## src/common/ddr_nt_pkg.sv

```systemverilog
`default_nettype none

package ddr_nt_pkg;

	// register file address space
	localparam int ADDR_W = 12;
	localparam logic [ADDR_W-1:0] REG_BASE_WR = 12'd1;    // regular write data starts here
	localparam logic [ADDR_W-1:0] IMM_BASE_WR = 12'd1004; // immediate write data
	localparam logic [ADDR_W-1:0] REG_BASE_RD = 12'd10;   // read data lands here
	localparam logic [ADDR_W-1:0] DUMMY_ADDR  = 12'd999;  // parked here after the last byte

	// 7 bit target address = device index + offset
	localparam logic [6:0] TGT_ADDR_OFS = 7'd8;

	// scl stall lengths for the closing patterns
	localparam logic [4:0] RESTART_STALL = 5'd7;
	localparam logic [4:0] EXIT_STALL    = 5'd13;

	// staller done is held this many extra cycles
	localparam logic [1:0] STRETCH_CNT = 2'd3;

	typedef enum logic [4:0] {
		st_idle        = 5'd0,
		st_cmd_pre     = 5'd1,  // hdr command preamble
		st_seven_zeros = 5'd2,
		st_address     = 5'd3,
		st_parity      = 5'd4,  // command or data parity
		st_ack_pre     = 5'd5,
		st_ack_wait    = 5'd6,  // target ack/nack
		st_first_byte  = 5'd7,
		st_second_byte = 5'd8,
		st_data_pre    = 5'd9,  // preamble after a byte pair
		st_abort       = 5'd10, // abort or continue bit
		st_crc_pre1    = 5'd11,
		st_crc_pre2    = 5'd12,
		st_token_crc   = 5'd13,
		st_crc_value   = 5'd14,
		st_error       = 5'd15,
		st_restart     = 5'd16,
		st_exit        = 5'd17,
		st_rw_bit      = 5'd18,
		st_dummy_byte  = 5'd19  // zero pad for odd byte counts
	} state_t;

	// tx engine modes, codes shared with the phy
	typedef enum logic [3:0] {
		tx_special_preamble = 4'd0,
		tx_serial_addr      = 4'd1,
		tx_one_pre          = 4'd2,
		tx_seven_zeros      = 4'd3,
		tx_calc_parity      = 4'd4,
		tx_zero_pre         = 4'd6,
		tx_serial_byte      = 4'd7,
		tx_token_crc        = 4'd12,
		tx_crc_value        = 4'd13,
		tx_exit_pat         = 4'd14,
		tx_restart_pat      = 4'd15
	} tx_mode_t;

	// rx engine modes
	typedef enum logic [2:0] {
		rx_pre          = 3'd0,
		rx_crc_check    = 3'd2,
		rx_byte         = 3'd3,
		rx_err          = 3'd4,
		rx_parity_check = 3'd6,
		rx_token_check  = 3'd7
	} rx_mode_t;

	// error codes reported to the register file
	typedef enum logic [3:0] {
		err_success     = 4'd0,
		err_crc         = 4'd1,
		err_parity      = 4'd2,
		err_frame       = 4'd3,
		err_nack        = 4'd5,
		err_short_read  = 4'd7,
		err_bus_aborted = 4'd9
	} err_t;

endpackage

`default_nettype wire

```

## src/ddr_nt_fsm/ddr_nt_fsm.sv

```systemverilog
`timescale 1ns/1ps
`default_nettype none

module ddr_nt_fsm import ddr_nt_pkg::*; (
	input  wire logic       i_sys_clk,
	input  wire logic       i_sys_rst,
	input  wire logic       i_engine_en,
	input  wire logic       i_frmcnt_last,      // frame counter at last byte
	input  wire logic       i_tx_mode_done,
	input  wire logic       i_rx_mode_done,
	input  wire logic       i_rx_pre,           // sampled preamble bit
	input  wire logic       i_rx_error,
	input  wire logic       i_regf_toc,         // 0 restart, 1 exit
	input  wire logic [4:0] i_regf_dev_index,
	input  wire logic       i_regf_short_read,  // short read is an error
	input  wire logic       i_regf_wr_rd_bit,   // 0 write, 1 read
	input  wire logic       i_parity_data,      // parity state covers data
	output state_t          o_state,
	output logic            o_tx_en,
	output tx_mode_t        o_tx_mode,
	output logic            o_rx_en,
	output rx_mode_t        o_rx_mode,
	output logic            o_frmcnt_en,
	output logic            o_bitcnt_rst,
	output logic            o_regf_wr_en,
	output logic            o_regf_rd_en,
	output logic            o_regf_abort,
	output err_t            o_regf_error_type,
	output logic [7:0]      o_tx_special_data,
	output logic [4:0]      o_sclstall_no_of_cycles,
	output logic            o_stall_req,
	output logic            o_engine_done
);

	state_t     next_state;
	logic       mode_done;  // either engine finished its mode
	logic [6:0] tgt_addr;

	assign mode_done = i_tx_mode_done | i_rx_mode_done;
	assign tgt_addr  = {2'b00, i_regf_dev_index} + TGT_ADDR_OFS; // dynamic address rule

	always_ff @(posedge i_sys_clk or negedge i_sys_rst)
	begin
		if (!i_sys_rst)
			o_state <= st_idle;
		else
			o_state <= next_state;
	end

	always_comb
	begin
		next_state = o_state; // hold until the phy reports done
		case (o_state)
			st_idle:
				if (i_engine_en)
					next_state = st_cmd_pre;
			st_cmd_pre:
				if (!i_engine_en)
					next_state = st_idle; // enable dropped before start
				else if (i_tx_mode_done)
					next_state = st_rw_bit;
			st_rw_bit:
				if (i_tx_mode_done)
					next_state = st_seven_zeros;
			st_seven_zeros:
				if (i_tx_mode_done)
					next_state = st_address;
			st_address:
				if (i_tx_mode_done)
					next_state = st_parity;
			st_parity:
				if (mode_done)
				begin
					if (!i_parity_data)
						next_state = st_ack_pre; // command parity done
					else if (!i_regf_wr_rd_bit)
						next_state = i_frmcnt_last ? st_crc_pre1 : st_data_pre;
					else
						next_state = i_rx_error ? st_error : st_data_pre;
				end
			st_ack_pre:
				if (i_tx_mode_done)
					next_state = st_ack_wait;
			st_ack_wait:
				if (i_rx_mode_done)
					next_state = i_rx_pre ? st_error : st_first_byte; // high pre is nack
			st_first_byte:
				if (mode_done)
					next_state = i_frmcnt_last ? st_dummy_byte : st_second_byte;
			st_second_byte, st_dummy_byte:
				if (mode_done)
					next_state = st_parity;
			st_data_pre:
				if (mode_done)
				begin
					if (!i_regf_wr_rd_bit || i_rx_pre)
						next_state = st_abort;
					else if (i_regf_short_read && !i_frmcnt_last)
						next_state = st_error; // target ended early
					else
						next_state = st_crc_pre2;
				end
			st_abort:
				if (mode_done)
				begin
					if (!i_regf_wr_rd_bit)
						next_state = i_rx_pre ? st_first_byte : st_error; // target abort
					else
						next_state = i_frmcnt_last ? st_error : st_first_byte; // we stop the read
				end
			st_crc_pre1:
				if (mode_done)
					next_state = st_crc_pre2;
			st_crc_pre2:
				if (mode_done)
					next_state = (i_regf_wr_rd_bit && !i_rx_pre) ? st_error : st_token_crc;
			st_token_crc:
				if (mode_done)
					next_state = (i_regf_wr_rd_bit && i_rx_error) ? st_error : st_crc_value;
			st_crc_value:
				if (mode_done)
				begin
					if (i_regf_wr_rd_bit && i_rx_error)
						next_state = st_error;
					else
						next_state = i_regf_toc ? st_exit : st_restart;
				end
			st_error:
				if (i_rx_mode_done)
					next_state = i_regf_toc ? st_exit : st_restart;
			st_restart, st_exit:
				if (i_tx_mode_done)
					next_state = st_idle;
			default:
				next_state = st_idle;
		endcase
	end

	always_comb
	begin
		o_tx_en                 = 1'b0;
		o_tx_mode               = tx_special_preamble;
		o_rx_en                 = 1'b0;
		o_rx_mode               = rx_pre;
		o_frmcnt_en             = 1'b1; // frame counter runs from the address on
		o_bitcnt_rst            = 1'b0;
		o_regf_wr_en            = 1'b0;
		o_regf_rd_en            = 1'b0;
		o_regf_abort            = 1'b0;
		o_regf_error_type       = err_success;
		o_tx_special_data       = 8'd0;
		o_sclstall_no_of_cycles = 5'd0;
		o_stall_req             = 1'b0;
		o_engine_done           = 1'b0;
		case (o_state)
			st_idle:
				o_frmcnt_en = 1'b0;
			st_cmd_pre:
			begin
				o_tx_en     = 1'b1;
				o_frmcnt_en = 1'b0;
			end
			st_rw_bit:
			begin
				o_tx_en     = 1'b1;
				o_tx_mode   = i_regf_wr_rd_bit ? tx_one_pre : tx_zero_pre;
				o_frmcnt_en = 1'b0;
			end
			st_seven_zeros:
			begin
				o_tx_en     = 1'b1;
				o_tx_mode   = tx_seven_zeros;
				o_frmcnt_en = 1'b0;
			end
			st_address:
			begin
				o_tx_en           = 1'b1;
				o_tx_mode         = tx_serial_addr;
				o_tx_special_data = {1'b0, tgt_addr};
			end
			st_parity:
				if (i_regf_wr_rd_bit && i_parity_data)
				begin
					// read data parity comes from the target
					o_rx_en   = 1'b1;
					o_rx_mode = rx_parity_check;
					if (i_rx_mode_done && i_rx_error)
						o_regf_error_type = err_parity;
				end
				else
				begin
					o_tx_en   = 1'b1;
					o_tx_mode = tx_calc_parity;
				end
			st_ack_pre:
			begin
				o_tx_en   = 1'b1;
				o_tx_mode = tx_one_pre;
			end
			st_ack_wait:
			begin
				o_rx_en = 1'b1;
				if (i_rx_mode_done && i_rx_pre)
					o_regf_error_type = err_nack;
			end
			st_first_byte, st_second_byte, st_dummy_byte:
				if (!i_regf_wr_rd_bit)
				begin
					o_tx_en      = 1'b1;
					o_tx_mode    = tx_serial_byte;
					o_regf_rd_en = (o_state != st_dummy_byte); // pad byte reads nothing
				end
				else
				begin
					o_rx_en      = 1'b1;
					o_rx_mode    = rx_byte;
					o_regf_wr_en = (o_state != st_dummy_byte);
				end
			st_data_pre:
				if (!i_regf_wr_rd_bit)
				begin
					o_tx_en   = 1'b1;
					o_tx_mode = tx_one_pre;
				end
				else
				begin
					o_rx_en = 1'b1;
					if (i_rx_mode_done && !i_rx_pre && !i_frmcnt_last && i_regf_short_read)
						o_regf_error_type = err_short_read;
				end
			st_abort:
				if (i_regf_wr_rd_bit)
				begin
					o_tx_en   = 1'b1;
					o_tx_mode = i_frmcnt_last ? tx_zero_pre : tx_one_pre; // 0 stops the target
					if (i_tx_mode_done && i_frmcnt_last)
						o_regf_error_type = err_bus_aborted;
				end
				else
				begin
					o_rx_en = 1'b1;
					if (i_rx_mode_done && !i_rx_pre)
					begin
						o_regf_abort      = 1'b1;
						o_regf_error_type = err_bus_aborted;
					end
				end
			st_crc_pre1:
			begin
				o_tx_en   = 1'b1;
				o_tx_mode = tx_zero_pre;
			end
			st_crc_pre2:
				if (!i_regf_wr_rd_bit)
				begin
					o_tx_en   = 1'b1;
					o_tx_mode = tx_one_pre;
				end
				else
				begin
					o_rx_en = 1'b1;
					if (i_rx_mode_done && !i_rx_pre)
						o_regf_error_type = err_frame; // 00 preamble before crc
				end
			st_token_crc:
				if (!i_regf_wr_rd_bit)
				begin
					o_tx_en   = 1'b1;
					o_tx_mode = tx_token_crc;
				end
				else
				begin
					o_rx_en   = 1'b1;
					o_rx_mode = rx_token_check;
					if (i_rx_mode_done && i_rx_error)
						o_regf_error_type = err_frame;
				end
			st_crc_value:
				if (!i_regf_wr_rd_bit)
				begin
					o_tx_en   = 1'b1;
					o_tx_mode = tx_crc_value;
				end
				else
				begin
					o_rx_en   = 1'b1;
					o_rx_mode = rx_crc_check;
					if (i_rx_mode_done && i_rx_error)
						o_regf_error_type = err_crc;
				end
			st_error:
			begin
				o_rx_en      = 1'b1;
				o_rx_mode    = rx_err;
				o_bitcnt_rst = 1'b1;
			end
			st_restart:
			begin
				o_tx_en                 = 1'b1;
				o_tx_mode               = tx_restart_pat;
				o_sclstall_no_of_cycles = RESTART_STALL;
				o_stall_req             = 1'b1;
			end
			st_exit:
			begin
				o_tx_en                 = 1'b1;
				o_tx_mode               = tx_exit_pat;
				o_sclstall_no_of_cycles = EXIT_STALL;
				o_stall_req             = 1'b1;
				o_engine_done           = i_tx_mode_done; // transfer closed
			end
			default:
				o_frmcnt_en = 1'b0;
		endcase
	end

endmodule

`default_nettype wire

```

## src/hdl/ddr_nt_addr.sv

```systemverilog
`timescale 1ns/1ps
`default_nettype none

module ddr_nt_addr import ddr_nt_pkg::*; (
	input  wire logic         i_sys_clk,
	input  wire logic         i_sys_rst,
	input  wire state_t       i_state,
	input  wire logic         i_tx_mode_done,
	input  wire logic         i_rx_mode_done,
	input  wire logic         i_frmcnt_last,
	input  wire logic         i_regf_wr_rd_bit,
	input  wire logic         i_regf_cmd_attr0,  // immediate transfer
	output logic [ADDR_W-1:0] o_regf_addr,
	output logic              o_parity_data      // next parity is over data
);

	logic [ADDR_W-1:0] base_addr;
	logic [ADDR_W-1:0] step_addr;
	logic [ADDR_W-1:0] resume_addr; // address past the second byte of a pair
	logic              mode_done;
	logic              byte_state;

	assign mode_done  = i_tx_mode_done | i_rx_mode_done;
	assign byte_state = (i_state == st_first_byte) || (i_state == st_second_byte);

	// base depends on direction and immediate attribute
	assign base_addr = i_regf_wr_rd_bit ? REG_BASE_RD :
	                   i_regf_cmd_attr0 ? IMM_BASE_WR : REG_BASE_WR;
	assign step_addr = i_frmcnt_last ? DUMMY_ADDR : o_regf_addr + ADDR_W'(1); // park after last

	always_ff @(posedge i_sys_clk or negedge i_sys_rst)
	begin
		if (!i_sys_rst)
		begin
			o_regf_addr   <= '0;
			o_parity_data <= 1'b0;
		end
		else
		begin
			if (i_state == st_ack_wait && i_rx_mode_done)
				o_regf_addr <= base_addr;     // ack accepted
			else if (byte_state && mode_done)
				o_regf_addr <= step_addr;
			else if (i_state == st_abort && mode_done)
				o_regf_addr <= resume_addr;   // continue with the next pair
			// flag frozen while the parity bits go out
			if (i_state != st_parity)
				o_parity_data <= (i_state == st_second_byte) || (i_state == st_dummy_byte);
		end
	end

	always_ff @(posedge i_sys_clk)
	begin
		if (i_state == st_second_byte && mode_done)
			resume_addr <= step_addr;
	end

endmodule

`default_nettype wire

```

## src/hdl/ddr_nt_stall.sv

```systemverilog
`timescale 1ns/1ps
`default_nettype none

module ddr_nt_stall import ddr_nt_pkg::*; (
	input  wire logic i_sys_clk,
	input  wire logic i_sys_rst,
	input  wire logic i_staller_done,  // one cycle pulse from the staller
	input  wire logic i_stall_req,     // restart or exit pattern active
	input  wire logic i_tx_mode_done,
	output logic      o_sclstall_en
);

	logic [1:0] stretch_cnt;
	logic       done_stretch; // staller done held over several cycles

	always_ff @(posedge i_sys_clk or negedge i_sys_rst)
	begin
		if (!i_sys_rst)
		begin
			stretch_cnt  <= 2'd0;
			done_stretch <= 1'b0;
		end
		else if (i_staller_done)
		begin
			stretch_cnt  <= STRETCH_CNT; // restart the window
			done_stretch <= 1'b1;
		end
		else if (stretch_cnt != 2'd0)
		begin
			stretch_cnt  <= stretch_cnt - 2'd1;
			done_stretch <= 1'b1;
		end
		else
			done_stretch <= 1'b0;
	end

	// no new stall right after one finished or once the pattern is out
	assign o_sclstall_en = i_stall_req & ~done_stretch & ~i_tx_mode_done;

endmodule

`default_nettype wire

```

## src/hdl/ddr_nt.sv

```systemverilog
`timescale 1ns/1ps
`default_nettype none

module ddr_nt import ddr_nt_pkg::*; (
	input  wire logic         i_sys_clk,
	input  wire logic         i_sys_rst,
	input  wire logic         i_engine_en,
	input  wire logic         i_frmcnt_last,
	input  wire logic         i_tx_mode_done,
	input  wire logic         i_rx_mode_done,
	input  wire logic         i_rx_pre,
	input  wire logic         i_rx_error,
	input  wire logic         i_staller_done,
	input  wire logic         i_regf_toc,
	input  wire logic [4:0]   i_regf_dev_index,
	input  wire logic         i_regf_short_read,
	input  wire logic         i_regf_wr_rd_bit,
	input  wire logic [2:0]   i_regf_cmd_attr,   // bit 0 marks immediate data
	output logic              o_tx_en,
	output tx_mode_t          o_tx_mode,
	output logic              o_rx_en,
	output rx_mode_t          o_rx_mode,
	output logic              o_frmcnt_en,
	output logic              o_bitcnt_rst,
	output logic              o_regf_wr_en,
	output logic              o_regf_rd_en,
	output logic [ADDR_W-1:0] o_regf_addr,
	output logic [4:0]        o_sclstall_no_of_cycles,
	output logic              o_sclstall_en,
	output logic              o_engine_done,
	output logic [7:0]        o_tx_special_data,
	output logic              o_regf_abort,
	output err_t              o_regf_error_type
);

	state_t state;       // sequencer state, watched by the address counter
	logic   parity_data;
	logic   stall_req;

	ddr_nt_fsm u_fsm (
		.i_sys_clk               (i_sys_clk),
		.i_sys_rst               (i_sys_rst),
		.i_engine_en             (i_engine_en),
		.i_frmcnt_last           (i_frmcnt_last),
		.i_tx_mode_done          (i_tx_mode_done),
		.i_rx_mode_done          (i_rx_mode_done),
		.i_rx_pre                (i_rx_pre),
		.i_rx_error              (i_rx_error),
		.i_regf_toc              (i_regf_toc),
		.i_regf_dev_index        (i_regf_dev_index),
		.i_regf_short_read       (i_regf_short_read),
		.i_regf_wr_rd_bit        (i_regf_wr_rd_bit),
		.i_parity_data           (parity_data),
		.o_state                 (state),
		.o_tx_en                 (o_tx_en),
		.o_tx_mode               (o_tx_mode),
		.o_rx_en                 (o_rx_en),
		.o_rx_mode               (o_rx_mode),
		.o_frmcnt_en             (o_frmcnt_en),
		.o_bitcnt_rst            (o_bitcnt_rst),
		.o_regf_wr_en            (o_regf_wr_en),
		.o_regf_rd_en            (o_regf_rd_en),
		.o_regf_abort            (o_regf_abort),
		.o_regf_error_type       (o_regf_error_type),
		.o_tx_special_data       (o_tx_special_data),
		.o_sclstall_no_of_cycles (o_sclstall_no_of_cycles),
		.o_stall_req             (stall_req),
		.o_engine_done           (o_engine_done)
	);

	ddr_nt_addr u_addr (
		.i_sys_clk        (i_sys_clk),
		.i_sys_rst        (i_sys_rst),
		.i_state          (state),
		.i_tx_mode_done   (i_tx_mode_done),
		.i_rx_mode_done   (i_rx_mode_done),
		.i_frmcnt_last    (i_frmcnt_last),
		.i_regf_wr_rd_bit (i_regf_wr_rd_bit),
		.i_regf_cmd_attr0 (i_regf_cmd_attr[0]),
		.o_regf_addr      (o_regf_addr),
		.o_parity_data    (parity_data)
	);

	ddr_nt_stall u_stall (
		.i_sys_clk      (i_sys_clk),
		.i_sys_rst      (i_sys_rst),
		.i_staller_done (i_staller_done),
		.i_stall_req    (stall_req),
		.i_tx_mode_done (i_tx_mode_done),
		.o_sclstall_en  (o_sclstall_en)
	);

endmodule

`default_nettype wire

```

## config.mk

```make
export PLATFORM = sky130hd
export DESIGN_NAME = ddr_nt
export DESIGN_NICKNAME = d
export VERILOG_FILES = /design/src/common/ddr_nt_pkg.sv /design/src/ddr_nt_fsm/ddr_nt_fsm.sv /design/src/hdl/ddr_nt_addr.sv /design/src/hdl/ddr_nt_stall.sv /design/src/hdl/ddr_nt.sv
export SDC_FILE = /design/constraint.sdc
export NUM_CORES = 1
export LEC_CHECK = 0
export ABC_AREA = 1
export BUFFER_PORTS_ARGS = -buffer_cell sky130_fd_sc_hd__buf_4
export CELL_PAD_IN_SITES_DETAIL_PLACEMENT = 1
export CELL_PAD_IN_SITES_GLOBAL_PLACEMENT = 1
export CORE_MARGIN = 5
export CORE_UTILIZATION = 43
export CTS_BUF_LIST = sky130_fd_sc_hd__clkbuf_4
export CTS_CLUSTER_SIZE = 28
export DETAILED_ROUTE_END_ITERATION = 12
export GPL_ROUTABILITY_DRIVEN = 0
export PLACE_DENSITY_LB_ADDON = 0.2
export SYNTH_ARGS = -nofsm -noshare
export SYNTH_HDL_FRONTEND = slang
export SYNTH_HIERARCHICAL = 1
export SYNTH_SLANG_ARGS = --single-unit
```

## constraint.sdc

```tcl
create_clock -name i_sys_clk -period 3.3 [get_ports i_sys_clk]
set_clock_uncertainty 0.2 [all_clocks]
set_input_delay 0.66 -clock i_sys_clk [delete_from_list [all_inputs] [get_ports i_sys_clk]]
set_output_delay 0.66 -clock i_sys_clk [all_outputs]
set_load 0.02 [all_outputs]
```

==> impl_results.md <==
* Global-route wire length before repair at ~17000 um
* Fillers at approximately 1000
* Reg2Reg Depth at 5
* Reg2reg end: u_addr/resume_addr[5]
* Critical Path RT at around 2.4 ns
* Most frequent cell after synthesis: nand2_1
* Clock network fraction of design power at 0.082
* Buf/Inv on CP at 2
* Critical path's slowest cell: dfrtp_1
* Unrepaired setup endpoints after global routing: false
* CP Capture Type: output pin
* Tcrit/Tclk final at 0.941
* Setup slack, reg-to-reg at 1.00 ns
* Skew-Pair Late Insertion Delay at approximately 0.34 ns
* Worst slew pin tran at just under 0.6 ns
* Share of post-route cells with drive strength above 1 at 0.214
* Fin. Hold Viols at 0
* Post-synth ARST share at 0.636
* CP max FO at 14
* Maximum clock path buffer count at 2
* H-tree levels at 2
* Comb pwr share at 0.654
* Rows at 30
* Post-synthesis average cell area at roughly 6.4 um^2
* Area growth syn-to-layout at 17.4%
* Outcome: finished, final reports clean
* Sequential share of power at 0.264
* Setup WS pre-CTS at ~0.57 ns
* Fraction of the mapped netlist area in simple logic gates at 0.494
* Post-synthesis mux area share at 0
* Clock sink count at 33
* DRC at 0
* Yosys top cell area share at 0.170
* Largest family of logic cells by synthesized area: simple AND/OR/NAND/NOR gates
* Slew Limit Fails at 0
* Starting Density at 0.447
* Initial antenna violation count at 0
* Leak Pwr at around 1.9 nW
* Synthesized area at around 3000 um^2
* Post-Route WL at around 10000 um
* Via count at approximately 3400
* Root buffer cell: clkbuf_4
* Gr usage total at 0.238
* Max IR drop VDD at 0.000391 V
* CP Launch Type: flop
* Die height at roughly 95 um
* Routed Antenna Nets at 0
* ANT cells at 0
* Wire per inst at 15.7 um
* Delay-heaviest family, CP: simple AND/OR/NAND/NOR gates
* Gr ovfl total at 0
* Crit path launch: u_fsm/o_state[1]
* Detailed placement HPWL at 7960 um
* Most used cell, CP: nor2_2
* CTS tree: built
* Ys Warns at 6
* Worst setup path end: o_frmcnt_en
* Die W at approximately 95 um
* Ports at 65
* Synth unique cells at 40
* Flip-flop and latch area at 887 um^2
* Main synth FF type: dfrtp_1
* Worst path depth at 8
* Area leader, netlist: dfrtp_1
* Vias per cell at approximately 5.3
* Nets at 564
* Register clock-pin slew on the reported worst setup and hold paths at roughly 0.1 ns
* Final setup TNS at 0 ns
* Flops & latches, synth at 33
* Compound-gate portion of the synthesized area at 0.0819
* Most instantiated cells after synthesis: nand2_1, nor2_1, inv_1
* CP max stage delay at 0.73 ns
* XOR/XNOR Fraction of Synth Area at 0
* First DRT Iteration DRCs at 124
* CP cell instances: nor2_2, nand3_1, nand2_1, nor2_2, inv_1, nor3_1, nand4_1, buf_4
* Die ar. at about 9000 um^2
* Total CTS buffers at 5
* Sequential share of the synthesized area at 0.287
* Multi-input combinational cell area at between 1500 and 2000 um^2
* Adder-Cell Fraction of Synth Area at 0.0122
* Count of final setup violators at 0
* DRT Pass-1 Iters at 4
* Sw frac at 0.553
* Core area at roughly 6900 um^2
* Pin count of the biggest net entering global routing at 22
* Worst slew margin at 0.609
* Setup CP Type: flop to output pin
* Syn Inst Count at a little under 500
* Vias in the first global route at between 3000 and 4000
* Top cells by area, synth: dfrtp_1, nand2_1, edfxtp_1
* Critical Path AT at 2.25 ns
* Fmax at around 0.32 GHz
* Maximum capacitance violations at 0
* Final worst path period need at between 3 and 4 ns
* Port bufs at 59
* Final setup margin at between 0.15 and 0.2 ns
* Internal power at 0.00128 W
* RR Startpoint: u_fsm/o_state[2]
* NetSw at 0.00159 W
* Post-synth EDFFs at 12
* Hold Path Class: flop to flop
* PD cells at slightly below 800 nW/um^2
-- cells by family (layout without fill, tap and decap cells) --
logic type | after synthesis | in the layout
other | 1 | 3
adders and majority gates | 3 | 3
buffers and inverters | 83 | 139
AOI/OAI and AO/OA | 47 | 47
and+or+nand+nor | 317 | 317
DFF | 33 | 33
-- power by group through the flow --
stage	Sequential [W]	Combinational, W	Clock, W
floorplan	0.000766	0.00127	0
global placement	0.000758	0.00181	0
detailed placement	0.000767	0.00187	0
CTS	0.000758	0.00188	0.000243
global route	0.000785	0.00207	0.000265
finish	0.000758	0.00188	0.000235
-- state kept, by name, indices dropped and copies added (netlist names) --
register	cells
u_addr/resume_addr	12
u_stall/stretch_cnt	2
u_stall/done_stretch	1
u_addr/o_regf_addr	12
u_addr/o_parity_data	1
u_fsm/o_state	5
-- tightest hold or removal path, cell delays in order (launching register included) --
cell and delay (ns):
dfrtp_1 0.35, nand2_1 0.05, nand3_1 0.07
-- cell type report --
type | instances | share of cell area
Clock buffer | 5 | 0.0104
Clock inverter | 3 | 0.00483
Inverter | 69 | 0.0735
Multi-Input combinational cell | 370 | 0.504
Sequential cell | 33 | 0.245
Tap cell | 96 | 0.0331
Timing Repair Buffer | 62 | 0.129
-- per-stage QoR --
step	total power (W)	cells	util	cell area (um^2)	hold WS, ns
after floorplan	0.00203	486	-	3090	0.164
after global placement	0.00257	629	0.515	3560	0.277
after detailed placement	0.00263	629	0.515	3560	0.288
after CTS	0.00288	638	0.524	3620	0.316
after global routing	0.00312	638	0.525	3620	0.334
final	0.00287	638	0.525	3620	0.304
-- placed cells by master (no fill, tap or decap), types with 3 or more instances in the layout --
cell / instances
dfrtp_1: 20
nand4_1: 11
nand3_4: 3
a21oi_1: 17
nand3_1: 50
nor3_1: 8
conb_1: 3
clkbuf_4: 5
edfxtp_1: 12
nor2_4: 3
inv_2: 8
nand3_2: 5
o21ai_1: 7
nor2_2: 9
ha_1: 3
nand3b_1: 5
buf_4: 61
inv_1: 59
nand2_2: 8
nand2_1: 126
o21ai_0: 16
nor2_1: 79
-- how the worst min path moves through the flow --
| stage | from | end | slack, ns | depth (start not counted) |
|---|---|---|---|---|
| after floorplan | i_sys_rst | u_addr/o_parity_data | 0.16 | 0 |
| after CTS | u_stall/stretch_cnt[1] | u_stall/stretch_cnt[1] | 0.32 | 2 |
| after global routing | i_staller_done | u_stall/stretch_cnt[0] | 0.33 | 3 |
| after global placement | u_stall/stretch_cnt[0] | u_stall/stretch_cnt[0] | 0.28 | 2 |
| after detailed placement | u_stall/stretch_cnt[1] | u_stall/stretch_cnt[1] | 0.29 | 2 |
| final | u_stall/stretch_cnt[1] | u_stall/stretch_cnt[1] | 0.30 | 2 |
-- metal layers --
metal,GRT usage,part of all wire
met5,0,0
met4,0.0337,0.0057
met3,0.0558,0.063
met2,0.379,0.46
met1,0.336,0.48
-- timing repair --
item                                   4_1_cts  5_1_grt
setup endpoints to repair                    0        1
hold buffers                                 1        0
gates resized for setup                      0        1
buffers inserted                             0        0
endpoints found under the hold margin       10        0
Power figures use the tool's default switching activity.
